File: src/verilog/ssb_defines.svh
//--------------------
// sparse sample buffer: channel count, sample width, store depths
// and record field widths
//--------------------
`ifndef SSB_DEFINES_SVH
`define SSB_DEFINES_SVH

// input side
`define SSB_CHANNELS 2      // parallel sample channels
`define SSB_SAMPLE_W 16     // bits per sample, signed

// store depths, split evenly into one bank per channel
`define SSB_DATA_DEPTH 64
`define SSB_TS_DEPTH 16

// timestamp record fields, together one 32-bit word
`define SSB_INDEX_W 12      // data-store index of the crossing sample
`define SSB_CLOCK_W 20      // sample-clock value of the crossing sample

// data record fields, channel + reserved + sample = 32 bits
`define SSB_CHAN_W 4
`define SSB_RSVD_W 12

`endif

File: src/verilog/ssb_pkg.sv
//--------------------
// sparse sample buffer types: samples, thresholds, records
//--------------------
`default_nettype none

`include "ssb_defines.svh"

package ssb_pkg;

  // one signed sample
  typedef logic signed [`SSB_SAMPLE_W-1:0] sample_t;

  // one sample per channel, all channels side by side
  typedef struct packed {
    sample_t [`SSB_CHANNELS-1:0] ch;
  } sample_vec_t;

  // hysteresis window of one channel
  typedef struct packed {
    sample_t high;  // is_high sets above this
    sample_t low;   // is_high clears below this
  } threshold_t;

  typedef threshold_t [`SSB_CHANNELS-1:0] thresholds_t;

  typedef struct packed {
    logic [`SSB_CHAN_W-1:0]   channel;
    logic [`SSB_RSVD_W-1:0]   reserved;  // always zero
    logic [`SSB_SAMPLE_W-1:0] sample;
  } data_rec_t;

  typedef struct packed {
    logic [`SSB_INDEX_W-1:0] sample_index;  // index into the channel's data bank
    logic [`SSB_CLOCK_W-1:0] clock;         // sample cycles since capture start
  } tstamp_rec_t;

  // output word, read as data or timestamp depending on readout phase
  typedef union packed {
    data_rec_t   data;
    tstamp_rec_t ts;
  } out_word_t;

  // one channel's store write port
  typedef struct packed {
    logic      en;
    out_word_t word;
  } store_wr_t;

endpackage

`default_nettype wire

File: src/verilog/threshold_discriminator.sv
//--------------------
// threshold discriminator: per-channel hysteresis, builds data and
// timestamp records one cycle after the sample
//--------------------
`timescale 1ns/1ns
`default_nettype none

`include "ssb_defines.svh"

module threshold_discriminator import ssb_pkg::*; (
  input  wire                                         clk,
  input  wire                                         reset,
  input  wire sample_vec_t                            samples,
  input  wire                                         sample_valid,
  input  wire                                         thr_load,
  input  wire thresholds_t                            thr_cfg,
  input  wire                                         capture_clear,
  input  wire                                         capture_en,
  input  wire [`SSB_CHANNELS-1:0][`SSB_INDEX_W-1:0]   sample_index,
  input  wire [`SSB_CLOCK_W-1:0]                      sample_clock,
  output store_wr_t [`SSB_CHANNELS-1:0]               data_wr,
  output store_wr_t [`SSB_CHANNELS-1:0]               ts_wr,
  output logic [`SSB_CHANNELS-1:0]                    data_inc
);

  localparam int CH = `SSB_CHANNELS;

  thresholds_t         thr_q;        // loaded window per channel
  logic [CH-1:0]       is_high;
  logic [CH-1:0]       next_high;    // is_high after the current sample
  logic [CH-1:0]       data_en_q;
  logic [CH-1:0]       ts_en_q;
  out_word_t [CH-1:0]  data_word_q;
  out_word_t [CH-1:0]  ts_word_q;

  // hysteresis rule, inside the window the old state holds
  always_comb begin
    for (int i = 0; i < CH; i++) begin
      if ($signed(samples.ch[i]) > $signed(thr_q[i].high))
        next_high[i] = 1'b1;
      else if ($signed(samples.ch[i]) < $signed(thr_q[i].low))
        next_high[i] = 1'b0;
      else
        next_high[i] = is_high[i];
    end
  end

  // kept sample this cycle, the timer bumps the index on the same edge
  assign data_inc = {CH{capture_en & sample_valid}} & next_high;

  always_ff @(posedge clk) begin
    if (reset)
      thr_q <= '0;
    else if (thr_load)
      thr_q <= thr_cfg;
  end

  always_ff @(posedge clk) begin
    if (reset || capture_clear) begin
      is_high   <= '0;
      data_en_q <= '0;
      ts_en_q   <= '0;
    end else begin
      if (sample_valid)
        is_high <= next_high;
      data_en_q <= data_inc;
      ts_en_q   <= data_inc & ~is_high;  // low to high step only
    end
  end

  // record payload, captured with the sample
  always_ff @(posedge clk) begin
    for (int i = 0; i < CH; i++) begin
      if (data_inc[i]) begin
        data_word_q[i].data.channel     <= `SSB_CHAN_W'(i);
        data_word_q[i].data.reserved    <= '0;
        data_word_q[i].data.sample      <= samples.ch[i];
        ts_word_q[i].ts.sample_index    <= sample_index[i];  // index of this very record
        ts_word_q[i].ts.clock           <= sample_clock;     // clock of the crossing sample
      end
    end
  end

  // writes still in flight when capture ends are dropped here
  always_comb begin
    for (int i = 0; i < CH; i++) begin
      data_wr[i].en   = data_en_q[i] & capture_en;
      data_wr[i].word = data_word_q[i];
      ts_wr[i].en     = ts_en_q[i] & capture_en;
      ts_wr[i].word   = ts_word_q[i];
    end
  end

  // nothing is written outside a capture
  a_wr_in_capture: assert property (@(posedge clk) disable iff (reset)
    (|{data_wr[0].en, data_wr[CH-1].en, ts_wr[0].en, ts_wr[CH-1].en}) |-> capture_en);

endmodule

`default_nettype wire

File: src/verilog/sample_clock_counter.sv
//--------------------
// sample clock and per-channel stored-sample index counters
//--------------------
`timescale 1ns/1ns
`default_nettype none

`include "ssb_defines.svh"

module sample_clock_counter (
  input  wire                                         clk,
  input  wire                                         reset,
  input  wire                                         capture_clear,
  input  wire                                         sample_valid,
  input  wire [`SSB_CHANNELS-1:0]                     data_inc,
  output logic [`SSB_CLOCK_W-1:0]                     sample_clock,
  output logic [`SSB_CHANNELS-1:0][`SSB_INDEX_W-1:0]  sample_index
);

  // sample_clock holds the count of sample cycles before the current one,
  // so the first sample after capture_clear sees 0
  always_ff @(posedge clk) begin
    if (reset || capture_clear) begin
      sample_clock <= '0;
    end else if (sample_valid) begin
      sample_clock <= sample_clock + 1'b1;  // wraps on long captures
    end
  end

  // one index per channel, counts data records handed to the store
  always_ff @(posedge clk) begin
    if (reset || capture_clear) begin
      sample_index <= '0;
    end else begin
      for (int i = 0; i < `SSB_CHANNELS; i++) begin
        if (data_inc[i])
          sample_index[i] <= sample_index[i] + 1'b1;
      end
    end
  end

endmodule

`default_nettype wire

File: src/verilog/sample_store.sv
//--------------------
// banked record store, one bank and write port per channel,
// streamed out bank by bank after rd_start
//--------------------
`timescale 1ns/1ns
`default_nettype none

`include "ssb_defines.svh"

module sample_store import ssb_pkg::*; #(
  parameter int DEPTH = 64  // total entries over all banks
) (
  input  wire                                 clk,
  input  wire                                 reset,
  input  wire                                 capture_clear,
  input  wire store_wr_t [`SSB_CHANNELS-1:0]  wr,
  input  wire                                 rd_start,
  output out_word_t                           rd_word,
  output logic                                rd_valid,
  input  wire                                 rd_ready,
  output logic                                rd_last,
  output logic                                full,
  output logic                                empty
);

  localparam int CH         = `SSB_CHANNELS;
  localparam int BANK_DEPTH = DEPTH / CH;
  localparam int AW         = $clog2(BANK_DEPTH);
  localparam int PW         = $clog2(BANK_DEPTH + 1);  // pointer reaches BANK_DEPTH
  localparam int BW         = (CH > 1) ? $clog2(CH) : 1;

  out_word_t              mem [CH][BANK_DEPTH];
  logic [CH-1:0][PW-1:0]  wr_ptr;     // entries written per bank
  logic [CH-1:0]          wr_en;
  logic [CH-1:0]          bank_full;
  logic [CH-1:0]          bank_filling;  // last free entry being written now
  logic [CH-1:0]          bank_used;

  logic                   active;     // readout walking the banks
  logic [BW-1:0]          rd_bank;
  logic [PW-1:0]          rd_addr;
  logic                   at_end;     // rd_addr past the bank's last entry
  logic                   later_used; // some later bank holds data
  logic                   take;       // fetch slot this cycle

  always_comb begin
    for (int i = 0; i < CH; i++) begin
      wr_en[i]        = wr[i].en;
      bank_full[i]    = (wr_ptr[i] == PW'(BANK_DEPTH));
      bank_filling[i] = (wr_ptr[i] == PW'(BANK_DEPTH - 1)) & wr[i].en;
      bank_used[i]    = (wr_ptr[i] != '0);
    end
  end

  // full already covers the write that takes the last entry,
  // so capture ends before another write can arrive
  assign full  = |bank_full | |bank_filling;
  assign empty = ~|bank_used;

  always_ff @(posedge clk) begin
    for (int i = 0; i < CH; i++) begin
      if (wr[i].en)
        mem[i][wr_ptr[i][AW-1:0]] <= wr[i].word;
    end
  end

  always_ff @(posedge clk) begin
    if (reset || capture_clear) begin
      wr_ptr <= '0;
    end else begin
      for (int i = 0; i < CH; i++) begin
        if (wr[i].en)
          wr_ptr[i] <= wr_ptr[i] + 1'b1;
      end
    end
  end

  always_comb begin
    later_used = 1'b0;
    for (int j = 0; j < CH; j++) begin
      if (j > int'(rd_bank) && bank_used[j])
        later_used = 1'b1;
    end
  end

  assign at_end = (rd_addr == wr_ptr[rd_bank]);
  assign take   = active & (~rd_valid | rd_ready);  // output reg free or draining

  always_ff @(posedge clk) begin
    if (reset || capture_clear) begin
      active   <= 1'b0;
      rd_valid <= 1'b0;
      rd_last  <= 1'b0;
      rd_bank  <= '0;
      rd_addr  <= '0;
    end else begin
      if (rd_valid && rd_ready) begin
        rd_valid <= 1'b0;
        rd_last  <= 1'b0;
      end
      if (rd_start) begin
        active  <= ~empty;  // nothing to send, stay quiet
        rd_bank <= '0;
        rd_addr <= '0;
      end else if (take) begin
        if (!at_end) begin
          rd_valid <= 1'b1;
          rd_last  <= (rd_addr == wr_ptr[rd_bank] - 1'b1) && !later_used;
          rd_addr  <= rd_addr + 1'b1;
        end else if (rd_bank == BW'(CH - 1)) begin
          active <= 1'b0;  // walked every bank
        end else begin
          rd_bank <= rd_bank + 1'b1;  // empty banks cost one cycle each
          rd_addr <= '0;
        end
      end
    end
  end

  // output word only moves when the slot is free, so it holds under back-pressure
  always_ff @(posedge clk) begin
    if (take && !at_end)
      rd_word <= mem[rd_bank][rd_addr[AW-1:0]];
  end

  a_no_write_when_full: assert property (@(posedge clk) disable iff (reset)
    (wr_en & bank_full) == '0);

endmodule

`default_nettype wire

File: src/verilog/capture_sequencer.sv
//--------------------
// capture sequencer: idle, capture, timestamp then data readout,
// and the output stream mux
//--------------------
`timescale 1ns/1ns
`default_nettype none

module capture_sequencer import ssb_pkg::*; (
  input  wire             clk,
  input  wire             reset,
  input  wire             start,
  input  wire             stop,
  input  wire             start_aux,
  input  wire             ts_full,
  input  wire             data_full,
  input  wire             ts_empty,
  input  wire             data_empty,
  output logic            capture_clear,
  output logic            capture_en,
  output logic            ts_rd_start,
  output logic            data_rd_start,
  input  wire out_word_t  ts_word,
  input  wire             ts_valid,
  input  wire             ts_last,
  output logic            ts_ready,
  input  wire out_word_t  data_word,
  input  wire             data_valid,
  input  wire             data_last,
  output logic            data_ready,
  output out_word_t       out_word,
  output logic            out_valid,
  output logic            out_last,
  input  wire             out_ready,
  output logic            capture_done
);

  typedef enum logic [1:0] {IDLE, CAPTURE, READ_TS, READ_DATA} state_t;

  state_t state;
  logic   aux_q;        // start_aux one cycle back
  logic   aux_edge;
  logic   end_capture;
  logic   ts_done;      // last timestamp word accepted
  logic   data_done;    // last data word accepted

  assign aux_edge    = start_aux & ~aux_q;
  assign end_capture = stop | ts_full | data_full;
  assign capture_en  = (state == CAPTURE);
  assign ts_done     = ts_valid & ts_ready & ts_last;
  assign data_done   = data_valid & data_ready & data_last;

  always_ff @(posedge clk) begin
    if (reset) begin
      state         <= IDLE;
      aux_q         <= 1'b0;
      capture_clear <= 1'b0;
      ts_rd_start   <= 1'b0;
      data_rd_start <= 1'b0;
      capture_done  <= 1'b0;
    end else begin
      aux_q         <= start_aux;
      capture_clear <= 1'b0;  // pulses only
      ts_rd_start   <= 1'b0;
      data_rd_start <= 1'b0;
      case (state)
        IDLE: begin
          if (capture_clear) begin  // clear pulse out, capture next
            state        <= CAPTURE;
            capture_done <= 1'b0;
          end else if (start || aux_edge) begin
            capture_clear <= 1'b1;
          end
        end
        CAPTURE: begin
          if (end_capture) begin
            state        <= READ_TS;
            ts_rd_start  <= 1'b1;
            capture_done <= 1'b1;
          end
        end
        READ_TS: begin
          if (ts_empty || ts_done) begin  // empty phase is skipped
            state         <= READ_DATA;
            data_rd_start <= 1'b1;
          end
        end
        READ_DATA: begin
          if (data_empty || data_done) begin
            state        <= IDLE;
            capture_done <= 1'b0;
          end
        end
        default: state <= IDLE;
      endcase
    end
  end

  // output mux, ready goes straight back to the selected store
  always_comb begin
    out_word   = ts_word;
    out_valid  = 1'b0;
    out_last   = 1'b0;
    ts_ready   = 1'b0;
    data_ready = 1'b0;
    case (state)
      READ_TS: begin
        out_valid = ts_valid;  // last held back, data follows
        ts_ready  = out_ready;
      end
      READ_DATA: begin
        out_word   = data_word;
        out_valid  = data_valid;
        out_last   = data_last;
        data_ready = out_ready;
      end
      default: ;
    endcase
  end

  a_state_legal: assert property (@(posedge clk) disable iff (reset)
    state inside {IDLE, CAPTURE, READ_TS, READ_DATA});
  a_last_in_data: assert property (@(posedge clk) disable iff (reset)
    out_last |-> state == READ_DATA);

endmodule

`default_nettype wire

File: src/verilog/sparse_sample_buffer.sv
//--------------------
// sparse sample buffer top: discriminator, timer, data and
// timestamp stores, sequencer
//--------------------
`timescale 1ns/1ns
`default_nettype none

`include "ssb_defines.svh"

module sparse_sample_buffer import ssb_pkg::*; (
  input  wire               clk,
  input  wire               reset,
  input  wire sample_vec_t  samples,
  input  wire               sample_valid,
  input  wire               thr_load,
  input  wire thresholds_t  thr_cfg,
  input  wire               start,
  input  wire               stop,
  input  wire               start_aux,
  output out_word_t         out_word,
  output logic              out_valid,
  output logic              out_last,
  input  wire               out_ready,
  output logic              capture_done
);

  logic                                         capture_clear;
  logic                                         capture_en;
  store_wr_t [`SSB_CHANNELS-1:0]                data_wr;
  store_wr_t [`SSB_CHANNELS-1:0]                ts_wr;
  logic [`SSB_CHANNELS-1:0]                     data_inc;
  logic [`SSB_CLOCK_W-1:0]                      sample_clock;
  logic [`SSB_CHANNELS-1:0][`SSB_INDEX_W-1:0]   sample_index;
  logic                                         data_full, data_empty, data_rd_start;
  logic                                         ts_full, ts_empty, ts_rd_start;
  out_word_t                                    data_word, ts_word;
  logic                                         data_valid, data_ready, data_last;
  logic                                         ts_valid, ts_ready, ts_last;

  threshold_discriminator threshold_discriminator_inst (
    .clk, .reset, .samples, .sample_valid, .thr_load, .thr_cfg,
    .capture_clear, .capture_en, .sample_index, .sample_clock,
    .data_wr, .ts_wr, .data_inc
  );

  sample_clock_counter sample_clock_counter_inst (
    .clk, .reset, .capture_clear, .sample_valid, .data_inc,
    .sample_clock, .sample_index
  );

  sample_store #(.DEPTH(`SSB_DATA_DEPTH)) data_store (
    .clk, .reset, .capture_clear, .wr(data_wr), .rd_start(data_rd_start),
    .rd_word(data_word), .rd_valid(data_valid), .rd_ready(data_ready),
    .rd_last(data_last), .full(data_full), .empty(data_empty)
  );

  sample_store #(.DEPTH(`SSB_TS_DEPTH)) ts_store (
    .clk, .reset, .capture_clear, .wr(ts_wr), .rd_start(ts_rd_start),
    .rd_word(ts_word), .rd_valid(ts_valid), .rd_ready(ts_ready),
    .rd_last(ts_last), .full(ts_full), .empty(ts_empty)
  );

  capture_sequencer capture_sequencer_inst (
    .clk, .reset, .start, .stop, .start_aux,
    .ts_full, .data_full, .ts_empty, .data_empty,
    .capture_clear, .capture_en, .ts_rd_start, .data_rd_start,
    .ts_word, .ts_valid, .ts_last, .ts_ready,
    .data_word, .data_valid, .data_last, .data_ready,
    .out_word, .out_valid, .out_last, .out_ready, .capture_done
  );

endmodule

`default_nettype wire

File: config.mk
export PLATFORM = sky130hd
export DESIGN_NAME = sparse_sample_buffer
export DESIGN_NICKNAME = d
export VERILOG_FILES = /design/src/verilog/ssb_pkg.sv /design/src/verilog/threshold_discriminator.sv /design/src/verilog/sample_clock_counter.sv /design/src/verilog/sample_store.sv /design/src/verilog/capture_sequencer.sv /design/src/verilog/sparse_sample_buffer.sv
export VERILOG_INCLUDE_DIRS = /design/src /design/src/verilog
export SDC_FILE = /design/constraint.sdc
export NUM_CORES = 2
export LEC_CHECK = 0
export BUFFER_PORTS_ARGS = -buffer_cell sky130_fd_sc_hd__buf_2
export CAP_MARGIN = 20
export CORE_UTILIZATION = 45
export CTS_CLUSTER_SIZE = 16
export DETAILED_ROUTE_END_ITERATION = 8
export RECOVER_POWER = 100
export SYNTH_ARGS = -nofsm -noshare
export SYNTH_HDL_FRONTEND = slang
export SYNTH_SLANG_ARGS = --single-unit
File: constraint.sdc
create_clock -name clk -period 3.8 [get_ports clk]
set_input_delay 0.19 -clock clk [delete_from_list [all_inputs] [get_ports clk]]
set_output_delay 0.19 -clock clk [all_outputs]
set_load 0.01 [all_outputs]
=== Word-level counts from Yosys, hierarchy flattened ===
Memory sizes are Yosys's and may differ from the RTL's. A register that Yosys moved wholly into a read port is not among the register bits.
Cells that the tools add are included.

* $add $sub $neg: 13
* Magnitude comparators: 18
* Eq/ne operators: 21
* Mux-type cells: 83
* Bitwise logic cells: 37
* Reduce and logical (&&, ||, !) cells: 53

{| class="wikitable"
|+ Operators with widths
! operator !! number
|-
| $mux W1024 || 2
|-
| $mux W256 || 2
|-
| $demux W32 S5 || 2
|-
| $mux W32 || 9
|-
| $demux W32 S3 || 2
|-
| $bmux W32 S5 || 1
|-
| $bmux W32 S3 || 1
|-
| $mux W1 || 49
|-
| $gt A16 B16 Y1 || 2
|-
| $lt A16 B16 Y1 || 2
|-
| $add A12 B1 Y12 const B || 2
|-
| $mux W6 || 4
|-
| $add A20 B1 Y20 const B || 1
|-
| $reduce_or A2 Y1 || 10
|-
| $add A6 B1 Y6 const B || 3
|-
| $ge A6 B6 Y1 const B || 3
|-
| $not A5 Y6 || 3
|-
| $and A1 B1 Y1 || 16
|-
| $mux W4 || 4
|-
| $add A4 B1 Y4 const B || 3
|-
| $eq A6 B5 Y1 const B || 2
|-
| $eq A6 B6 Y1 || 2
|-
| $eq A6 B6 Y1 const B || 2
|-
| $ge A4 B4 Y1 const B || 3
|-
| other kinds (35) || 95
|}

* Register bits: 319
* Memory bits (writable): 1600
* Input port bits: 104
* Output and inout port bits: 35
* Logic and storage cells: 263
* Memories: 2

{| class="wikitable"
|+ Memory list
! name !! words !! width !! read ports !! clocked after memory_dff !! write ports !! RTL line !! source
|-
| data_store.mem || 2 || 544 || 1 || 1 || 2 || sample_store.sv:32 || <nowiki>out_word_t mem [CH][BANK_DEPTH];</nowiki>
|-
| ts_store.mem || 2 || 256 || 1 || 1 || 2 || sample_store.sv:32 ||
|}

=== Logic depth before layout (Yosys ltp) ===
* Depth after elaboration: 9
* Depth in mapped cells: 12
* Depth with buffers taken out: 11

=== Hierarchy ===
Synthesis repeated with hierarchy kept, for this count alone.

* Cells, all modules: 5087
* Area, all modules: 111234.2 µm²

{| class="wikitable"
|+ By module, submodules not included
! module !! instances !! cells each !! area each (µm²)
|-
| sample_store (data_store) || 1 || 3318 || 80006.7
|-
| sample_store (ts_store) || 1 || 889 || 21247.9
|-
| threshold_discriminator || 1 || 582 || 7228.2
|-
| sample_clock_counter || 1 || 219 || 1920.6
|-
| capture_sequencer || 1 || 79 || 830.8
|}

=== Worst setup path before layout ===
Ideal clock, no wire load.

* Kind: reg-to-reg
* Start: register capture_sequencer_inst.state[1]
* End: memory ts_store.mem[1][224] (netlist bit) (enable)
* Data arrival time: 3.731 ns
* Slack: -0.392 ns
* Stages on the path, launching flop included: 8
* Buffers on the path: 2
* Clock period less this slack: 4.192 ns
* Cell sequence: dfxtp_1 -> inv_1 -> ha_1 -> clkbuf_1 -> clkbuf_1 -> nand2_1 -> or2_2 -> nor3_1

{| class="wikitable"
|+ RTL lines
! element !! RTL line !! source
|-
| start: declaration || capture_sequencer.sv:39 || <nowiki>state_t state;</nowiki>
|-
| start signal: assignment || capture_sequencer.sv:54 || <nowiki>state <= IDLE;</nowiki>
|-
| start signal: assignment || capture_sequencer.sv:68 || <nowiki>state <= CAPTURE;</nowiki>
|-
| start signal: assignment || capture_sequencer.sv:76 || <nowiki>state <= READ_TS;</nowiki>
|-
| end: declaration || sample_store.sv:32 ||
|}

=== Worst setup path in the final report ===
* Start: register data_store.rd_addr[0]
* End: register data_store.rd_word[9] (netlist bit) (data pin)

* Cells in the longest elaborated chain, start to end: 4

{| class="wikitable"
|+ RTL lines
! element !! RTL line !! source
|-
| start: declaration || sample_store.sv:41 || <nowiki>logic [PW-1:0] rd_addr;</nowiki>
|-
| start signal: assignment || sample_store.sv:109 || <nowiki>rd_addr <= rd_addr + 1'b1;</nowiki>
|-
| $not A5 Y6 (not written as such) || sample_store.sv:123 || <nowiki>rd_word <= mem[rd_bank][rd_addr[AW-1:0]];</nowiki>
|-
| $bmux W32 S5 || sample_store.sv:123 ||
|-
| $mux W32 (not written as such) (2 in series) || sample_store.sv:123 ||
|-
| end signal: assignment || sample_store.sv:123 ||
|-
| end: declaration || sample_store.sv:18 || <nowiki>output out_word_t rd_word,</nowiki>
|}

No other way between the ends. The select of a mux whose other input is x is not followed.
A chain may end at the register's enable or synchronous reset.

==> impl_results.md <==
- Unique masters post-synth: 65
- Fmax: between 0.2 and 0.3 GHz
- Setup WS post-layout: about 0.22 ns
- PD cells: slightly above 500 nW/µm²
- Maximum root-to-sink buffer count: 3
- Multiplexer share of the synthesized area: roughly 17%
- XOR/XNOR share of the synthesized area: less than 1%
- Post-route DRC: 0
- # clock sinks: 1874
- GRT overflow: 0
- Crit path launch: data_store.rd_addr[0]$_SDFFE_PP0P_
- Reg clk slew, reported paths: about 0.06 ns
- Post-synth ARST share: 0%
- Largest net degree at the start of global routing: roughly 130
- Total power: ~0.042 W
- Root buffer cell: clkbuf_16
- Critical path arrival: 4.11 ns
- Failing checks: antenna violations, max-capacitance violations, max-slew violations
- Largest family of logic cells by synthesized area: multiplexers
- CTS Buf Count: 186
- Final setup violation count: 0
- CP Capture Type: flop
- Hold_sp: thr_cfg[11]
- Setup TNS: 0 ns
- Filler cells: 12700
- Core area: roughly 160000 µm²
- Fin crit share: between 90% and 100%
- Post-synthesis adder-cell area fraction: between 1 and 1.5%
- DP Wirelength: roughly 110000 µm
- RSZ-0062 raised after global routing: false
- Clock latency on the worst-skew pair: a little over 0.8 ns
- P_leak: between 20 and 30 nW
- Layout Nets: between 4000 and 5000
- Leading cell types by total area after synthesis: edfxtp_1 (69%), mux4_2 (16%), dfxtp_1 (5.3%), ha_1 (1.5%), nor2_1 (1.2%)
- Synth Instances: 3534
- Worst hold slack: 0.151 ns
- GP Congestion: 0.804
- Path type of the worst setup path: flop to flop
- Synthesis-stage register bit count: ~1900
- Slew @ Worst Pin: 2.62 ns
- Synthesized Nets: between 3000 and 4000
- Status: complete, but fails checks
- Via density: between 5 and 6
- Router iterations before antenna repair: 5
- Origin of the critical flop-to-flop path: data_store.rd_addr[0]$_SDFFE_PP0P_
- Max rail drop VDD: ~0.36 mV
- Worst slack at placement: 0.536 ns
- Number of synthesis warnings: 0
- Vias in the first global route: between 30000 and 40000
- Clk_skew: about 0.025 ns
- Synthesized area per cell: ~21 µm²
- Synth area leader: edfxtp_1
- DR WL/cell: 29.7 µm
- P&R area growth vs syn: 15.3%
- Share of layout cells above drive strength 1: a little over a quarter
- Synth Cell Area: around 73000 µm²
- Worst Hold Class: input pin to flop
- Register area share after synthesis: 74.8%
- H-Tree Depth: 4
- FP Rows: 147
- Die H: a little over 400 µm
- Crit path time final: around 3.6 ns
- Initial antenna violation count: 12
- Setup crit start kind: flop
- Area share of and/or/nand/nor cells after synthesis: under 10%
- Worst Path Max Fanout: 44
- Via count: 36400
- WP data required: between 4 and 5 ns
- Pins Over Slew Limit: about 1300
- Ports: roughly 140
- First-pass GRT wire length: ~270000 µm
- Post-CTS resize count: 0
- Yosys top cell area share: approximately 70%
- Number of synthesized flops with an enable pin: 1681
- 1st-iter DRT viols: around 4200
- Synth Area in Compound Gates: roughly 1.2%
- DIE AREA: about 160000 µm²
- Top FF cell, synth: edfxtp_1
- Routed wire length: approximately 190000 µm
- Max Cap Viol: 36
- IO Port Bufs: 138
- Die W: 404 µm
- Initial Util: 45.3%
- TritonCTS clock tree: built
- Post-route antenna net violation count: 1
- Post-CTS setup buffer count: 0
- Final Hold Vio Count: 0
- Relative slew slack: -74.5%
- Overall routing resource usage: 23.2%
## sequential cells by signal, indices dropped and copies added (netlist names), 2 cells and up, named ones only
name                                    flops
capture_sequencer_inst.state                2
data_store.mem                           1056
data_store.rd_addr                          6
data_store.rd_word                         17
data_store.wr_ptr                          12
sample_clock_counter_inst.sample_clock     20
sample_clock_counter_inst.sample_index     24
threshold_discriminator_inst.data_en_q      2
threshold_discriminator_inst.data_wr       32
threshold_discriminator_inst.is_high        2
threshold_discriminator_inst.thr_q         64
threshold_discriminator_inst.ts_en_q        2
threshold_discriminator_inst.ts_wr         64
ts_store.mem                              512
ts_store.rd_addr                            4
ts_store.rd_word                           32
ts_store.wr_ptr                             8
## synthesized netlist by cell type, types with 7 or more instances
library cell and count:
nor3_1 19, edfxtp_1 1681, or3_1 20, ha_1 86, nor2b_1 22, mux2_2 19
nand4_1 13, a211oi_1 8, dfxtp_1 193, xor2_1 24, nand2b_1 7, or2_2 37
mux2i_1 88, buf_2 7, clkbuf_1 102, nand3_1 32, mux4_2 506, nand2_1 78
xnor2_1 28, buf_1 56, nor4_1 7, nand3b_1 8, a21oi_1 53, nor2_1 238
inv_1 82, and3_1 11, o21ai_0 28
## path summary, 6_finish.rpt
kind         slack (ns)                                             endpoint  cells after the start
min                0.15  threshold_discriminator_inst.thr_q[11]$_SDFFE_PP0P_                      4
max reg2reg        0.22                      data_store.rd_word[9]$_DFFE_PP_                      4
max                0.22                      data_store.rd_word[9]$_DFFE_PP_                      4
min reg2reg        0.44                        data_store.mem[1][50]$_DFF_P_                      1
## routing by layer
layer / up-vias / track usage (%) / routed length, µm
li1: 15300 / - / -
met1: 19600 / 34.1 / 80600
met2: 1334 / 36.9 / 89900
met3: 189 / 3.75 / 13600
met4: 4 / 4.99 / 2970
met5: - / 0 / 27
## worst max-delay path, cell delays in order, from the launching register on
cell and delay [ns]:
dfxtp_2 0.85, clkbuf_4 0.77, mux4_2 0.42, mux4_2 0.64, mux4_2 0.55
## cells in the final DEF, fill, tap and decap left out, types with 29 or more instances in the layout
master / n
a21oi_1: 53
buf_12: 30
buf_2: 87
buf_4: 29
clkbuf_1: 159
clkbuf_16: 193
clkbuf_2: 57
clkinv_1: 39
clkinv_2: 39
dfxtp_1: 185
dlygate4sd3_1: 102
edfxtp_1: 1681
ha_1: 86
inv_1: 81
mux2i_1: 88
mux4_2: 506
nand2_1: 78
nand3_1: 32
nor2_1: 185
nor2_2: 46
o21ai_0: 29
or2_2: 35
## where the power goes
group / leakage [nW] / switching (W) / internal (W)
Sequential: 16.6 / 0.000294 / 0.0229
Combinational: 6.63 / 0.00108 / 0.000408
Clock: 2.86 / 0.00765 / 0.00992
Total: 26.1 / 0.00902 / 0.0333
## logic make-up after synthesis
group	Yosys count
adders and majority gates	86
muxes	613
and+or+nand+nor	522
buffers and inverters	249
AOI/OAI and AO/OA	138
xor gates and xnor gates	52
DFF	1874
## per-stage QoR
stage | cells | cell area (µm²) | utilization (%)
floorplan | 3534 | 72700 | -
global placement | 5848 | 77500 | 48.3
detailed placement | 5849 | 77500 | 48.3
CTS | 6298 | 84400 | 52.6
global route | 6298 | 83700 | 52.2
finish | 6309 | 83800 | 52.2
## final cells by class
cell class | instances | area (µm²) | share of cell area, %
Tap cell | 2160 | 2700 | 3.23
Antenna cell | 11 | 27.5 | 0.0329
Clock buffer | 251 | 5170 | 6.17
Inverter | 83 | 312 | 0.372
Timing Repair Buffer | 423 | 3020 | 3.61
Sequential cell | 1874 | 54400 | 64.9
Clock inverter | 96 | 642 | 0.766
Multi-Input combinational cell | 1411 | 17500 | 20.9
## timing repair
| item | CTS | global route |
|---|---|---|
| hold endpoints to repair | 132 | 0 |
| hold buffers | 102 | 0 |
| setup endpoints to repair | 0 | 0 |
No activity file was read; power rests on OpenSTA's default activity.
